[config.mk]
export PLATFORM = sky130hd
export DESIGN_NAME = eeprom_config_top
export DESIGN_NICKNAME = d
export VERILOG_FILES = /design/src/microwire_pkg.sv /design/src/nvm_map_pkg.sv /design/src/bit_counter.sv /design/src/cmd_shifter.sv /design/src/read_shifter.sv /design/src/config_rom.sv /design/src/microwire_sequencer.sv /design/src/eeprom_config_top.sv
export SDC_FILE = /design/constraint.sdc
export NUM_CORES = 1
export LEC_CHECK = 0
export BUFFER_PORTS_ARGS = -buffer_cell sky130_fd_sc_hd__buf_2
export CORE_MARGIN = 4
export CORE_UTILIZATION = 25
export CTS_BUF_LIST = sky130_fd_sc_hd__clkbuf_8 sky130_fd_sc_hd__clkbuf_16
export DETAILED_ROUTE_END_ITERATION = 8
export SLEW_MARGIN = 20
export SYNTH_ARGS = -nofsm -noshare
export SYNTH_HDL_FRONTEND = slang
export SYNTH_SLANG_ARGS = --single-unit
[constraint.sdc]
create_clock -name clk_i -period 1.82 [get_ports clk_i]
set_clock_uncertainty 0.05 [all_clocks]
set_input_delay 0.364 -clock clk_i [delete_from_list [all_inputs] [get_ports clk_i]]
set_output_delay 0.364 -clock clk_i [all_outputs]
set_load 0.02 [all_outputs]
[src/microwire_pkg.sv]
`default_nettype none

package microwire_pkg;

	// Command framing of the 93C46-style interface, 64 x 16 organization
	localparam int unsigned ADDR_W = 6;
	localparam int unsigned OPCODE_W = 2;
	localparam int unsigned HDR_BITS = OPCODE_W + ADDR_W;

	// Wide enough for the longest phase of 16 bits
	localparam int unsigned BIT_CNT_W = 5;

	typedef logic [ADDR_W-1:0] word_addr_t;
	typedef logic [OPCODE_W-1:0] opcode_t;
	typedef logic [BIT_CNT_W-1:0] bit_cnt_t;

	// Only read is served, other opcodes are skipped until deselect
	localparam opcode_t OP_READ = 2'b10;

	typedef enum logic [2:0] {
		ST_IDLE,
		ST_HEADER,
		ST_DUMMY,
		ST_DATA,
		ST_IGNORE
	} mw_state_t;

endpackage

`default_nettype wire

[src/nvm_map_pkg.sv]
`default_nettype none

package nvm_map_pkg;

	localparam int unsigned WORD_W = 16;

	typedef logic [WORD_W-1:0] nvm_word_t;

	//////////////////////////////////////////////////////////////
	// Word addresses of the NIC configuration map

	// Ethernet address, two bytes per word, low byte first
	localparam int unsigned ADDR_MAC0 = 0;
	localparam int unsigned ADDR_MAC1 = 1;
	localparam int unsigned ADDR_MAC2 = 2;

	localparam int unsigned ADDR_SUB_PID = 11;
	localparam int unsigned ADDR_SUB_VID = 12;
	localparam int unsigned ADDR_PID = 13;
	localparam int unsigned ADDR_VID = 14;

	localparam int unsigned ADDR_CHECKSUM = 63;

	// Sum of all 64 words must land on this value
	localparam nvm_word_t CHECKSUM_TARGET = 16'hBABA;

endpackage

`default_nettype wire

[src/bit_counter.sv]
`timescale 1ns/1ns
`default_nettype none

module bit_counter (
	input  logic                     clk_i,
	input  logic                     rst_i,
	input  logic                     load_i,
	input  microwire_pkg::bit_cnt_t  len_i,
	input  logic                     step_i,
	output logic                     done_o
);
	import microwire_pkg::*;

	bit_cnt_t cnt_q;
	logic running;

	assign running = (cnt_q != '0);

	always_ff @(posedge clk_i) begin
		if (rst_i) begin
			cnt_q <= '0;
		end else if (load_i) begin
			cnt_q <= len_i;
		end else if (step_i && running) begin
			cnt_q <= cnt_q - 1'b1;
		end
	end

	// Last bit of the phase
	assign done_o = step_i && (cnt_q == bit_cnt_t'(1));

	// A new phase may only start once the previous one has run out
	a_load_when_idle: assert property (@(posedge clk_i) disable iff (rst_i)
		(load_i && (len_i != '0)) |-> !running)
		else $error("bit_counter reloaded while %0d bits remain", cnt_q);

endmodule

`default_nettype wire

[src/cmd_shifter.sv]
`timescale 1ns/1ns
`default_nettype none

module cmd_shifter (
	input  logic                       clk_i,
	input  logic                       rst_i,
	input  logic                       shift_i,
	input  logic                       bit_i,
	input  logic                       inc_i,
	output microwire_pkg::opcode_t     opcode_o,
	output microwire_pkg::word_addr_t  addr_o
);
	import microwire_pkg::*;

	opcode_t opcode_q;
	word_addr_t addr_q;

	always_ff @(posedge clk_i) begin
		if (rst_i) begin
			opcode_q <= '0;
			addr_q <= '0;
		end else if (shift_i) begin
			// Header comes in MSB first, opcode ahead of the address
			{opcode_q, addr_q} <= {opcode_q[0], addr_q, bit_i};
		end else if (inc_i) begin
			// Sequential read, 63 rolls over to 0
			addr_q <= addr_q + 1'b1;
		end
	end

	assign opcode_o = opcode_q;
	assign addr_o = addr_q;

endmodule

`default_nettype wire

[src/read_shifter.sv]
`timescale 1ns/1ns
`default_nettype none

module read_shifter (
	input  logic                     clk_i,
	input  logic                     rst_i,
	input  logic                     load_i,
	input  logic                     shift_i,
	input  logic                     drive_i,
	input  nvm_map_pkg::nvm_word_t   word_i,
	output logic                     do_o
);
	import nvm_map_pkg::*;

	nvm_word_t shreg_q;
	logic bit_q;

	always_ff @(posedge clk_i) begin
		if (load_i) begin
			shreg_q <= word_i;
		end else if (shift_i) begin
			shreg_q <= shreg_q << 1;
		end
	end

	// Output bit, held at 0 outside a read so the dummy bit comes out low
	always_ff @(posedge clk_i) begin
		if (rst_i) begin
			bit_q <= 1'b0;
		end else if (!drive_i) begin
			bit_q <= 1'b0;
		end else if (load_i) begin
			bit_q <= word_i[WORD_W-1];
		end else if (shift_i) begin
			bit_q <= shreg_q[WORD_W-2];
		end
	end

	assign do_o = drive_i & bit_q;

endmodule

`default_nettype wire

[src/config_rom.sv]
`timescale 1ns/1ns
`default_nettype none

module config_rom #(
	parameter logic [23:0] MAC_OUI = '0,
	parameter logic [23:0] MAC_NIC = '0,
	parameter logic [15:0] SUB_PID = '0,
	parameter logic [15:0] SUB_VID = '0,
	parameter logic [15:0] PID = '0,
	parameter logic [15:0] VID = '0
) (
	input  logic                       clk_i,
	input  logic                       rst_i,
	input  microwire_pkg::word_addr_t  addr_i,
	output nvm_map_pkg::nvm_word_t     data_o
);
	import microwire_pkg::*;
	import nvm_map_pkg::*;

	localparam int unsigned DEPTH = 2 ** ADDR_W;

	// Map contents without the checksum word
	function automatic nvm_word_t base_word(input int unsigned a);
		nvm_word_t w;
		case (a)
			ADDR_MAC0: w = {MAC_OUI[15:8], MAC_OUI[23:16]};
			ADDR_MAC1: w = {MAC_NIC[23:16], MAC_OUI[7:0]};
			ADDR_MAC2: w = {MAC_NIC[7:0], MAC_NIC[15:8]};
			ADDR_SUB_PID: w = SUB_PID;
			ADDR_SUB_VID: w = SUB_VID;
			ADDR_PID: w = PID;
			ADDR_VID: w = VID;
			default: w = '0;
		endcase
		return w;
	endfunction

	function automatic nvm_word_t table_sum();
		nvm_word_t acc;
		acc = '0;
		for (int unsigned i = 0; i < DEPTH; i++) begin
			acc = acc + base_word(i);
		end
		return acc;
	endfunction

	// Modulo 2^16, so the full table adds up to the target
	localparam nvm_word_t CHECKSUM_WORD = CHECKSUM_TARGET - table_sum();

	always_ff @(posedge clk_i) begin
		if (rst_i) begin
			data_o <= '0;
		end else if (addr_i == word_addr_t'(ADDR_CHECKSUM)) begin
			data_o <= CHECKSUM_WORD;
		end else begin
			data_o <= base_word(int'(addr_i));
		end
	end

endmodule

`default_nettype wire

[src/microwire_sequencer.sv]
`timescale 1ns/1ns
`default_nettype none

module microwire_sequencer (
	input  logic                     clk_i,
	input  logic                     rst_i,
	input  logic                     sk_i,
	input  logic                     cs_i,
	input  logic                     di_i,
	input  logic                     cnt_done_i,
	input  microwire_pkg::opcode_t   opcode_i,
	output logic                     sk_rise_o,
	output logic                     di_sync_o,
	output logic                     cnt_load_o,
	output microwire_pkg::bit_cnt_t  cnt_len_o,
	output logic                     hdr_shift_o,
	output logic                     addr_inc_o,
	output logic                     word_load_o,
	output logic                     bit_shift_o,
	output logic                     drive_o
);
	import microwire_pkg::*;
	import nvm_map_pkg::*;

	logic [1:0] sk_sync_q;
	logic [1:0] cs_sync_q;
	logic [1:0] di_sync_q;
	logic sk_prev_q;
	logic sk_rise;
	logic sk_fall;
	logic cs_act;
	logic hdr_start;
	logic need_load_q;
	logic word_end_q;
	mw_state_t state_q;
	mw_state_t state_d;

	//////////////////////////////////////////////////////////////
	// Pin synchronizers and sk edge strobes

	always_ff @(posedge clk_i) begin
		if (rst_i) begin
			sk_sync_q <= '0;
			cs_sync_q <= '0;
			di_sync_q <= '0;
			sk_prev_q <= 1'b0;
		end else begin
			sk_sync_q <= {sk_sync_q[0], sk_i};
			cs_sync_q <= {cs_sync_q[0], cs_i};
			di_sync_q <= {di_sync_q[0], di_i};
			sk_prev_q <= sk_sync_q[1];
		end
	end

	assign sk_rise = sk_sync_q[1] & ~sk_prev_q;
	assign sk_fall = ~sk_sync_q[1] & sk_prev_q;
	assign cs_act = cs_sync_q[1];
	assign sk_rise_o = sk_rise;
	assign di_sync_o = di_sync_q[1];

	//////////////////////////////////////////////////////////////
	// Command FSM

	always_comb begin
		state_d = state_q;
		case (state_q)
			ST_IDLE: begin
				if (sk_rise && di_sync_q[1]) begin
					state_d = ST_HEADER;
				end
			end
			ST_HEADER: begin
				if (cnt_done_i) begin
					state_d = ST_DUMMY;
				end
			end
			// Opcode is settled one cycle after the last header bit
			ST_DUMMY: begin
				if (opcode_i != OP_READ) begin
					state_d = ST_IGNORE;
				end else if (sk_rise) begin
					state_d = ST_DATA;
				end
			end
			ST_DATA, ST_IGNORE: state_d = state_q;
			default: state_d = ST_IDLE;
		endcase
		if (!cs_act) begin
			state_d = ST_IDLE;
		end
	end

	assign hdr_start = (state_q == ST_IDLE) && (state_d == ST_HEADER);

	always_ff @(posedge clk_i) begin
		if (rst_i) begin
			state_q <= ST_IDLE;
			need_load_q <= 1'b0;
			word_end_q <= 1'b0;
		end else begin
			state_q <= state_d;
			// Counter is armed on the sk fall after a phase begins
			if (state_d == ST_IDLE) begin
				need_load_q <= 1'b0;
			end else if (hdr_start || word_load_o) begin
				need_load_q <= 1'b1;
			end else if (sk_fall) begin
				need_load_q <= 1'b0;
			end
			if (addr_inc_o) begin
				word_end_q <= 1'b1;
			end else if (word_load_o || (state_q != ST_DATA)) begin
				word_end_q <= 1'b0;
			end
		end
	end

	// Idle keeps the counter cleared after an abort
	assign cnt_load_o = (state_q == ST_IDLE) || (sk_fall && need_load_q);
	assign cnt_len_o = (state_q == ST_HEADER) ? bit_cnt_t'(HDR_BITS) :
		(state_q == ST_DATA) ? bit_cnt_t'(WORD_W - 1) : '0;

	assign hdr_shift_o = sk_rise && (state_q == ST_HEADER);
	assign word_load_o = sk_rise && (((state_q == ST_DUMMY) && (opcode_i == OP_READ)) ||
		((state_q == ST_DATA) && word_end_q));
	assign bit_shift_o = sk_rise && (state_q == ST_DATA) && !word_end_q;
	// Next address is fetched while the last bit is on the wire
	assign addr_inc_o = (state_q == ST_DATA) && cnt_done_i;
	assign drive_o = (state_q == ST_DUMMY) || (state_q == ST_DATA);

	// Deselect parks the FSM with do_o released
	a_cs_abort: assert property (@(posedge clk_i) disable iff (rst_i)
		!cs_i [*3] |=> (state_q == ST_IDLE) && !drive_o)
		else $error("do_o still driven after cs_i low");

endmodule

`default_nettype wire

[src/eeprom_config_top.sv]
`timescale 1ns/1ns
`default_nettype none

module eeprom_config_top #(
	parameter logic [23:0] MAC_OUI = 24'hEC3F05,
	parameter logic [23:0] MAC_NIC = 24'h5A0001,
	parameter logic [15:0] SUB_PID = 16'h6120,
	parameter logic [15:0] SUB_VID = 16'hFACE,
	parameter logic [15:0] PID = 16'hABCD,
	parameter logic [15:0] VID = 16'h8086
) (
	input  logic clk_i,
	input  logic rst_i,
	input  logic sk_i,
	input  logic cs_i,
	input  logic di_i,
	output logic do_o
);
	import microwire_pkg::*;
	import nvm_map_pkg::*;

	logic sk_rise;
	logic di_sync;
	logic cnt_load;
	logic cnt_done;
	logic hdr_shift;
	logic addr_inc;
	logic word_load;
	logic bit_shift;
	logic drive;
	bit_cnt_t cnt_len;
	opcode_t opcode;
	word_addr_t word_addr;
	nvm_word_t rom_data;

	//////////////////////////////////////////////////////////////
	// Microwire front end

	microwire_sequencer sequencer_i (
		.clk_i(clk_i),
		.rst_i(rst_i),
		.sk_i(sk_i),
		.cs_i(cs_i),
		.di_i(di_i),
		.cnt_done_i(cnt_done),
		.opcode_i(opcode),
		.sk_rise_o(sk_rise),
		.di_sync_o(di_sync),
		.cnt_load_o(cnt_load),
		.cnt_len_o(cnt_len),
		.hdr_shift_o(hdr_shift),
		.addr_inc_o(addr_inc),
		.word_load_o(word_load),
		.bit_shift_o(bit_shift),
		.drive_o(drive)
	);

	bit_counter counter_i (
		.clk_i(clk_i),
		.rst_i(rst_i),
		.load_i(cnt_load),
		.len_i(cnt_len),
		.step_i(sk_rise),
		.done_o(cnt_done)
	);

	cmd_shifter cmd_i (
		.clk_i(clk_i),
		.rst_i(rst_i),
		.shift_i(hdr_shift),
		.bit_i(di_sync),
		.inc_i(addr_inc),
		.opcode_o(opcode),
		.addr_o(word_addr)
	);

	//////////////////////////////////////////////////////////////
	// Word table and read path

	config_rom #(
		.MAC_OUI(MAC_OUI),
		.MAC_NIC(MAC_NIC),
		.SUB_PID(SUB_PID),
		.SUB_VID(SUB_VID),
		.PID(PID),
		.VID(VID)
	) rom_i (
		.clk_i(clk_i),
		.rst_i(rst_i),
		.addr_i(word_addr),
		.data_o(rom_data)
	);

	read_shifter shifter_i (
		.clk_i(clk_i),
		.rst_i(rst_i),
		.load_i(word_load),
		.shift_i(bit_shift),
		.drive_i(drive),
		.word_i(rom_data),
		.do_o(do_o)
	);

endmodule

`default_nettype wire

==> results of run 1 <==
==> metrics by stage <==
step	cell area (µm²)	std cells	setup slack [ps]
floorplan	2547	245	10.72
global placement	2841	390	98.61
detailed placement	2841	390	63.27
CTS	2958	398	52.33
global route	2989	400	5.552
finish	2989	400	51.25
==> cell usage after synthesis, drive strengths merged, types with 2 or more instances <==
| master | n | area, µm² |
|---|---|---|
| inv | 10 | 37.54 |
| a211oi | 7 | 52.55 |
| a22oi | 2 | 15.01 |
| nand4 | 3 | 18.77 |
| ha | 7 | 87.58 |
| buf | 4 | 31.27 |
| nor3 | 6 | 30.03 |
| and3 | 3 | 18.77 |
| a21oi | 16 | 91.34 |
| clkbuf | 7 | 26.28 |
| o2111ai | 3 | 26.28 |
| and3b | 2 | 17.52 |
| mux2i | 5 | 50.05 |
| o32a | 2 | 20.02 |
| nand3 | 6 | 35.03 |
| nor2b | 14 | 87.58 |
| or2 | 2 | 12.51 |
| edfxtp | 15 | 450.4 |
| and4bb | 2 | 25.02 |
| and2 | 3 | 18.77 |
| nand2 | 10 | 37.54 |
| dfxtp | 41 | 820.8 |
| nor2 | 17 | 63.81 |
| or3 | 5 | 31.28 |
| o211ai | 2 | 15.01 |
| nand2b | 6 | 37.54 |
| xnor2 | 3 | 26.28 |
| a31oi | 4 | 25.02 |
| o21ai | 9 | 45.04 |
| mux2 | 13 | 146.4 |
==> logic make-up (layout without fill, tap and decap cells) <==
logic type               Yosys count  in the layout  share of synthesized area, %
AO/OA/AOI/OAI                     55             55                         14.86
AND/OR/NAND/NOR                   84             84                         18.89
multiplexers                      18             18                         7.723
adder cells (fa/ha/maj)            7              7                         3.443
XOR/XNOR                           4              4                         1.378
flip-flops                        56             56                         49.98
buffers and inverters             21             43                         3.738
==> what timing repair did <==
item / 4_1_cts / 5_1_grt
setup endpoints to repair: 0 / 12
setup buffers: 0 / 2
resized for setup: 0 / 6
==> area by class of cell <==
cell class                      instances  area [µm²]
Clock inverter                          3       47.55
Timing Repair Buffer                   25       200.2
Multi-Input combinational cell        168        1195
Clock buffer                            5       68.82
Inverter                               10       37.54
Sequential cell                        56        1274
Fill cell                            1045        6830
Tap cell                              133       166.4
==> metal layers <==
layer | up-vias | wire length [µm]
li1 | 936 | -
met1 | 863 | 2302
met2 | 20 | 2363
met3 | 5 | 108
met4 | 0 | 48
met5 | - | 0
==> state kept, by name (all words and copies together) (netlist names) <==
signal,cells
rom_i.data_o,15
shifter_i.shreg_q,15
cmd_i.addr_o,6
counter_i.cnt_q,5
sequencer_i.state_q,3
cmd_i.opcode_o,2
sequencer_i.cs_sync_q,2
sequencer_i.di_sync_q,2
sequencer_i.sk_sync_q,2
sequencer_i.need_load_q,1
sequencer_i.sk_prev_q,1
sequencer_i.word_end_q,1
shifter_i.bit_q,1
==> power groups by stage <==
| stage | clock network [µW] | logic, µW | registers (µW) |
|---|---|---|---|
| 4_1_cts | 863 | 68.8 | 1320 |
| 5_1_grt | 908 | 78.3 | 1320 |
| 3_5_place_dp | 0 | 68.5 | 1350 |
| 2_1_floorplan | 0 | 50.0 | 1340 |
| 3_3_place_gp | 0 | 67.4 | 1350 |
| 6_report | 824 | 70.6 | 1320 |
==> placed cells by master, fill, tap and decap left out, types with 3 or more instances in the layout <==
master     count
xnor2_1        3
a21oi_1       14
nor2_1        17
nand2_1       10
clkbuf_8       5
mux2_1         6
a211oi_1       7
or3_1          5
nand3_1        5
inv_1         10
edfxtp_1      15
mux2i_1        5
o21ai_0        7
mux2_2         7
a31oi_1        4
o2111ai_1      3
buf_2          5
and2_1         3
nor2b_1       14
buf_4         18
ha_1           7
dfxtp_1       39
nand2b_1       6
nor3_1         6
and3_1         3
nand4_1        3
==> worst paths after layout <==
| kind | cells after the start | slack (ps) | to |
|---|---|---|---|
| worst max-delay path | 4 | 50 | shifter_i.shreg_q[3]$_DFFE_PP_ |
| worst min register to register | 1 | 390 | sequencer_i.cs_sync_q[1]$_SDFF_PP0_ |
| worst max register to register | 4 | 50 | shifter_i.shreg_q[3]$_DFFE_PP_ |
| worst min-delay path | 2 | 210 | sequencer_i.cs_sync_q[0]$_SDFF_PP0_ |
==> flow_metrics.tcl, run 1 <==
set metrics [dict create \
    setup_viol 0 \
    p_sw_uw 464.1 \
    grt-busiest-layer "met2" \
    hold_start "cs_i" \
    routed_wl_um 4824 \
    cp.required_ps 1840 \
    cts_tree "done" \
    crit_fanout 16 \
    finalMaxSlewViolations 0 \
    num_io_pins 6 \
    drive_gt1_share_pct 19.85 \
    cpLargestDelayFamily "simple AND/OR/NAND/NOR gates" \
    grt_max_degree 19 \
    p_per_area_mw_per_mm2 740.3 \
    power.share.sequential_pct 59.6 \
    crit_buf_inv 1 \
    max-vdd-ir-drop_uv 280.9 \
    drc 0 \
    switching_share_pct 20.97 \
    final_util_pct 30.44 \
    num_vias 1824 \
    worstSetupStartpoint "cmd_i.opcode_o[1]$_SDFFE_PP0P_" \
    dr.pass1.iters 4 \
    power_uw 2213 \
    synth_cells 245 \
    grt_pass1_vias 1782 \
    grt_use_met3_pct 1.954 \
    syn-num-nets 257 \
    fin_nets 278 \
    grt_use_total_pct 8.798 \
    n_antenna_cell 0 \
    grt_pass1_wl_um 8500 \
    ys_seq_elements 56 \
    synth_edf_count 15 \
    cap_viol_max_count 0 \
    syn_area_per_cell_um2 10.38 \
    ys_seq_area_share_pct 49.98 \
    placementRows 36 \
    hold_viol 0 \
    yosys_most_used_dff "dfxtp_1" \
    ys_types 51 \
    combinationalPowerShare_pct 3.2 \
    ant_nets 0 \
    grt_use_met2_pct 15.09 \
    io_buffer_count 5 \
    die_h_um 108.9 \
    max_stage_delay_ps 400 \
    wl_per_cell_um 12.06 \
    r2r-start "cmd_i.opcode_o[1]$_SDFFE_PP0P_" \
    worst_setup_path_end_kind "flip-flop" \
    outcome "finished clean" \
    tightestPinTransition_ps 399.6 \
    cts_buffers 5 \
    internal-power_uw 1749 \
    path_class "flip-flop to flip-flop" \
    antenna_found_initial 0 \
    die_w_um 108.9 \
    maxSlewHeadroom_pct 73.33 \
    areaGrowthSynthToFinish_pct 17.51 \
    slowest_stage "or3b_4" \
    hold_path_class "primary input to flip-flop" \
    initialDrtViolationCount 110 \
    grt.met1_usage_pct 11.09 \
    crit_chain "or3b_4 > a21oi_4 > buf_12 > mux2_2" \
    yosysWarnings 0 \
    gp_congestion 0.8103 \
    synth_async_sr_flop_share_pct 0 \
    coreArea_mm2 0.009819 \
    fmax_mhz 565.4 \
    hpwl_um 3562 \
    holdBufCountCts 0 \
    syn_area_mm2 0.002544 \
    setup.worst_path.start_class "flip-flop" \
    via_per_inst 4.560 \
    fp.dieArea_mm2 0.01185 \
    cts_root_buffer "clkbuf_8" \
    overflow 0 \
    cp_data_arrival_time_ps 1790 \
    setup-tns-final_ps 0 \
    whs_ps 208.1 \
    cts.sinks 56 \
    clk_path_buf_depth 2 \
    cts_max_level 2 \
    start_util_pct 25.90 \
    period_share_pct 97.18 \
    p_leak_uw 0.001102 \
    clk_pin_slew_ps 100 \
    rsz0062_at_grt "false" \
    clk_latency_ps 310 \
    post-route-min-period_ps 1769 \
    power.share.clock_pct 37.2 \
]
Power figures use the tool's default switching activity.
==> run 2, diff against run 1 <==
Settings changed: CORE_ASPECT_RATIO set to 0.7, REMOVE_ABC_BUFFERS set to 1.
==> run 2 against run 1 <==
Count of clock-buffer cells in the layout unchanged. Worst setup slack better by 26 ps. Final cell count fell by 1.3%. Register-to-register slack improved by 30 ps. Clock power rose by 15%. Power up 5.6%. Critical path type unchanged. Largest power group unchanged.
==> flow_metrics.tcl, run 2 (same netlist as run 1, synthesis figures left out) <==
set metrics [dict create \
    cap_viol_max_count 0 \
    path_class "flip-flop to flip-flop" \
    dr.pass1.iters 4 \
    cp.required_ps 1810 \
    switching_share_pct 20.98 \
    die_h_um 92.40 \
    p_leak_uw 0.001110 \
    ant_nets 0 \
    areaGrowthSynthToFinish_pct 18.00 \
    combinationalPowerShare_pct 3.2 \
    drc 0 \
    place_area_mm2 0.002826 \
    grt_max_degree 19 \
    setup_viol 0 \
    wl_per_cell_um 12.58 \
    grt_use_met3_pct 1.902 \
    drive_gt1_share_pct 19.48 \
    fmax_mhz 573.9 \
    crit_fanout 16 \
    grt_pass1_vias 1713 \
    fin_nets 278 \
    cts_buffers 5 \
    grt.met1_usage_pct 13.42 \
    gp_congestion 0.8426 \
    routed_wl_um 4971 \
    max-vdd-ir-drop_uv 393.3 \
    overflow 0 \
    die_w_um 128.6 \
    worst_setup_path_end_kind "flip-flop" \
    cp_data_arrival_time_ps 1730 \
    layout_common_cells "39 x dfxtp_1, 19 x buf_4, 17 x nor2_1, 15 x a21oi_1, 15 x edfxtp_1" \
    tightestPinTransition_ps 438.5 \
    initialDrtViolationCount 103 \
    antenna_found_initial 0 \
    placementRows 30 \
    coreArea_mm2 0.009797 \
    grt-busiest-layer "met1" \
    cts_root_buffer "clkbuf_16" \
    internal-power_uw 1847 \
    num_io_pins 6 \
    grt_pass1_wl_um 8224 \
    cts.sinks 56 \
    cts_max_level 2 \
    power.share.sequential_pct 56.3 \
    whs_ps 235.6 \
    clk_latency_ps 290 \
    via_per_inst 4.716 \
    fp.dieArea_mm2 0.01188 \
    p_per_area_mw_per_mm2 778.8 \
    power.share.clock_pct 40.5 \
    num_vias 1863 \
    clk_pin_slew_ps 70 \
    grt_use_total_pct 8.539 \
    grt_use_met2_pct 11.31 \
    outcome "finished clean" \
    rsz0062_at_grt "false" \
    final_util_pct 30.64 \
    hpwl_um 3643 \
    finalMaxSlewViolations 0 \
    clk_path_buf_depth 2 \
    p_sw_uw 490.4 \
    hold_path_class "primary input to flip-flop" \
    setup.worst_path.start_class "flip-flop" \
    layout_commonest_cell "dfxtp_1" \
    n_antenna_cell 0 \
    post-route-min-period_ps 1742 \
    maxSlewHeadroom_pct 70.66 \
    power_uw 2338 \
    period_share_pct 95.74 \
    hold_viol 0 \
    cts_tree "done" \
    fin_area_mm2 0.003002 \
    holdBufCountCts 0 \
    start_util_pct 25.96 \
    io_buffer_count 5 \
]
-- run 2: final cells by class --
cell class	count	area, µm²
fill	978	6795
sequential	56	1276
multi-input combinational	168	1191
timing repair buffer	25	187.7
tap	128	160.2
clock buffer	5	125.1
inverter	10	37.54
clock inverter	3	23.77
-- run 2: power by group through the flow --
stage          Sequential (µW)  Clock, µW  Combinational (µW)
2_1_floorplan             1340          0                42.3
3_3_place_gp              1350          0                73.6
6_report                  1320        946                75.8
4_1_cts                   1320        972                73.8
3_5_place_dp              1350          0                73.7
5_1_grt                   1320       1030                84.2
-- run 2: repair_timing --
| action | CTS | global route |
|---|---|---|
| setup endpoints to repair | 1 | 10 |
| pin swaps | 1 | 3 |
| resized for setup | 2 | 4 |
| buffers inserted | 0 | 1 |
| endpoints found under the hold margin | 0 | 0 |
-- run 2: worst paths after layout --
kind / startpoint / to / slack (ps) / cells after the start
max: sequencer_i.state_q[2]$_SDFF_PP0_ / shifter_i.shreg_q[1]$_DFFE_PP_ / 80 / 4
min reg2reg: sequencer_i.cs_sync_q[0]$_SDFF_PP0_ / sequencer_i.cs_sync_q[1]$_SDFF_PP0_ / 390 / 1
max reg2reg: sequencer_i.state_q[2]$_SDFF_PP0_ / shifter_i.shreg_q[1]$_DFFE_PP_ / 80 / 4
min: sk_i / sequencer_i.sk_sync_q[0]$_SDFF_PP0_ / 240 / 2
-- run 2: critical path: stages, from the launching register on --
cell and delay [ps]:
dfxtp_1 390, nand4bb_1 320, a21oi_4 210, buf_12 170, mux2_2 330
-- run 2: metrics by stage --
stage               TNS, ps  cells  worst slack, ps
floorplan             -3081    234           -194.4
global placement          0    386            91.81
detailed placement        0    386            6.337
CTS                       0    394            57.23
global route              0    395            3.930
finish                    0    395            77.54
-- run 2: layer usage --
metal	wire length, µm	part of all wire, %
met1	2725	55
met2	2029	41
met3	158	3.2
met4	57	1.1
met5	0	0
==> run 3, diff against run 2 <==
Settings changed: CELL_PAD_IN_SITES_DETAIL_PLACEMENT set to 1, CELL_PAD_IN_SITES_GLOBAL_PLACEMENT set to 1, PLACE_DENSITY_LB_ADDON set to 0.1, REMOVE_ABC_BUFFERS 1 to unset.
==> run 3 against run 2 <==
Sequential share of layout area fell by 1.5 points. Flip-flop and latch count did not move. Largest cell class unchanged. Global-route usage rose by 2.7 points. Cell area rose by 3.6%. Power rose by 3.1%. Final cell count rose by 2.0%. Wire length rose by 27%. Die area did not move. Largest power group unchanged. First-iteration DRC count fell by 7.8%. Worst setup slack barely moved.
==> flow_metrics.tcl, run 3 (same netlist as run 1, synthesis figures left out) <==
set metrics [dict create \
    grt_pass1_wl_um 10450 \
    start_util_pct 25.96 \
    final-seq-area_mm2 0.001276 \
    layout_commonest_cell "dfxtp_1" \
    setup.worst_path.start_class "flip-flop" \
    multiInputGateArea_mm2 0.001211 \
    r2r-start "sequencer_i.state_q[0]$_SDFF_PP0_" \
    drive_gt1_share_pct 24.00 \
    grt_pass1_vias 1918 \
    holdPathStages 2 \
    post-route-min-period_ps 1742 \
    clk_path_buf_depth 2 \
    path_class "flip-flop to flip-flop" \
    hpwl_um 4762 \
    whs_ps 222.0 \
    gp_congestion 0.7224 \
    worst-r2r-setup-slack_ps 80 \
    worstSetupStartpoint "sequencer_i.state_q[0]$_SDFF_PP0_" \
    antenna_found_initial 0 \
    dp_worst_setup_slack_ps 42.17 \
    die_h_um 92.40 \
    r2r_end "shifter_i.shreg_q[1]$_DFFE_PP_" \
    cap_viol_max_count 0 \
    io_buffer_count 5 \
    fp.dieArea_mm2 0.01188 \
    hold_path_class "primary input to flip-flop" \
    n_antenna_cell 0 \
    initialDrtViolationCount 95 \
    grt_use_total_pct 11.26 \
    drc 0 \
    clk_latency_ps 300 \
    fmax_mhz 574.0 \
    cts_root_buffer "clkbuf_16" \
    clk_pin_slew_ps 80 \
    cp.required_ps 1820 \
    via_per_inst 4.675 \
    dr.pass1.iters 4 \
    maxSlewHeadroom_pct 72.65 \
    ant_nets 0 \
    fillers 1091 \
    die_w_um 128.6 \
    grt_max_degree 20 \
    worst_setup_path_end_kind "flip-flop" \
    areaGrowthSynthToFinish_pct 22.28 \
    tightestPinTransition_ps 407.1 \
    hold_viol 0 \
    cts_tree "done" \
    cp_data_arrival_time_ps 1740 \
    cp-endpoint "shifter_i.shreg_q[1]$_DFFE_PP_" \
    setup-tns-final_ps 0 \
    num_vias 1884 \
    layout_common_cells "37 x dfxtp_1, 25 x buf_4, 17 x nor2_1, 15 x edfxtp_1" \
    p_per_area_mw_per_mm2 774.8 \
    period_share_pct 95.73 \
    routed_wl_um 6309 \
    crit_fanout 17 \
    cts_max_level 2 \
    max-vdd-ir-drop_uv 362.1 \
    num_io_pins 6 \
    wl_per_cell_um 15.66 \
    placementRows 30 \
    coreArea_mm2 0.009797 \
    outcome "finished clean" \
    r2r.worst_path.cells 4 \
    fin_nets 286 \
    final_util_pct 31.75 \
    fin_ws_ps 77.73 \
    cts_buffers 5 \
    finalMaxSlewViolations 0 \
    cts.sinks 56 \
    setup_viol 0 \
    overflow 0 \
    p_leak_uw 0.001178 \
]
[run 3: cell types whose count changed in the layout (fill, tap and decap cells not counted), moves of 2 or more]
| cell | previous run | this run |
|---|---|---|
| buf_4 | 19 | 25 |
| dfxtp_2 | 1 | 4 |
| o21ai_0 | 8 | 5 |
| o21ai_1 | 1 | 4 |
| buf_12 | 1 | 3 |
| dfxtp_1 | 39 | 37 |
[run 3: critical path, cell delays in order (launching register included)]
cell	delay [ps]
dfxtp_1	370
or3b_4	400
a21oi_4	150
buf_12	170
mux2_2	340
[run 3: power breakdown]
group          internal (µW)  switching [µW]
Clock                    524             485
Sequential              1300            17.5
Combinational           34.2            45.9
Total                   1860             549
[run 3: per-layer routing]
layer	vias to the layer above	global-route usage (%)	wire, µm
li1	949	-	-
met1	915	18.35	3738
met2	13	14.12	2353
met3	7	2.824	155
met4	0	2.885	62
met5	-	0	0
[run 3: area by class of cell]
cell class,instances,share of cell area (%)
well taps,128,5.149
clock inverters,3,0.8850
clock buffers,5,4.023
multi-input cells,168,38.94
repair buffers,33,8.769
inverters,10,1.207
flip-flops and latches,56,41.03
[run 3: worst min path at each step]
stage,startpoint,endpoint,slack (ps)
2_1_floorplan,sequencer_i.cs_sync_q[0]$_SDFF_PP0_,sequencer_i.cs_sync_q[1]$_SDFF_PP0_,360
3_3_place_gp,sequencer_i.sk_sync_q[0]$_SDFF_PP0_,sequencer_i.sk_sync_q[1]$_SDFF_PP0_,370
3_5_place_dp,sequencer_i.sk_sync_q[0]$_SDFF_PP0_,sequencer_i.sk_sync_q[1]$_SDFF_PP0_,380
4_1_cts,sk_i,sequencer_i.sk_sync_q[0]$_SDFF_PP0_,220
5_1_grt,di_i,sequencer_i.di_sync_q[0]$_SDFF_PP0_,230
6_report,sk_i,sequencer_i.sk_sync_q[0]$_SDFF_PP0_,220
[run 3: timing repair]
item	CTS	global route
hold endpoints to repair	0	0
setup endpoints to repair	0	18
buffers inserted	0	2
hold buffers	0	0
gates resized for setup	0	14
[run 3: through the flow]
step | cell area, µm² | cells | total power [µW]
2_1_floorplan | 2547 | 245 | 1390
3_3_place_gp | 2908 | 393 | 1430
3_5_place_dp | 2908 | 393 | 1430
4_1_cts | 3060 | 401 | 2457
5_1_grt | 3110 | 403 | 2525
6_report | 3110 | 403 | 2410
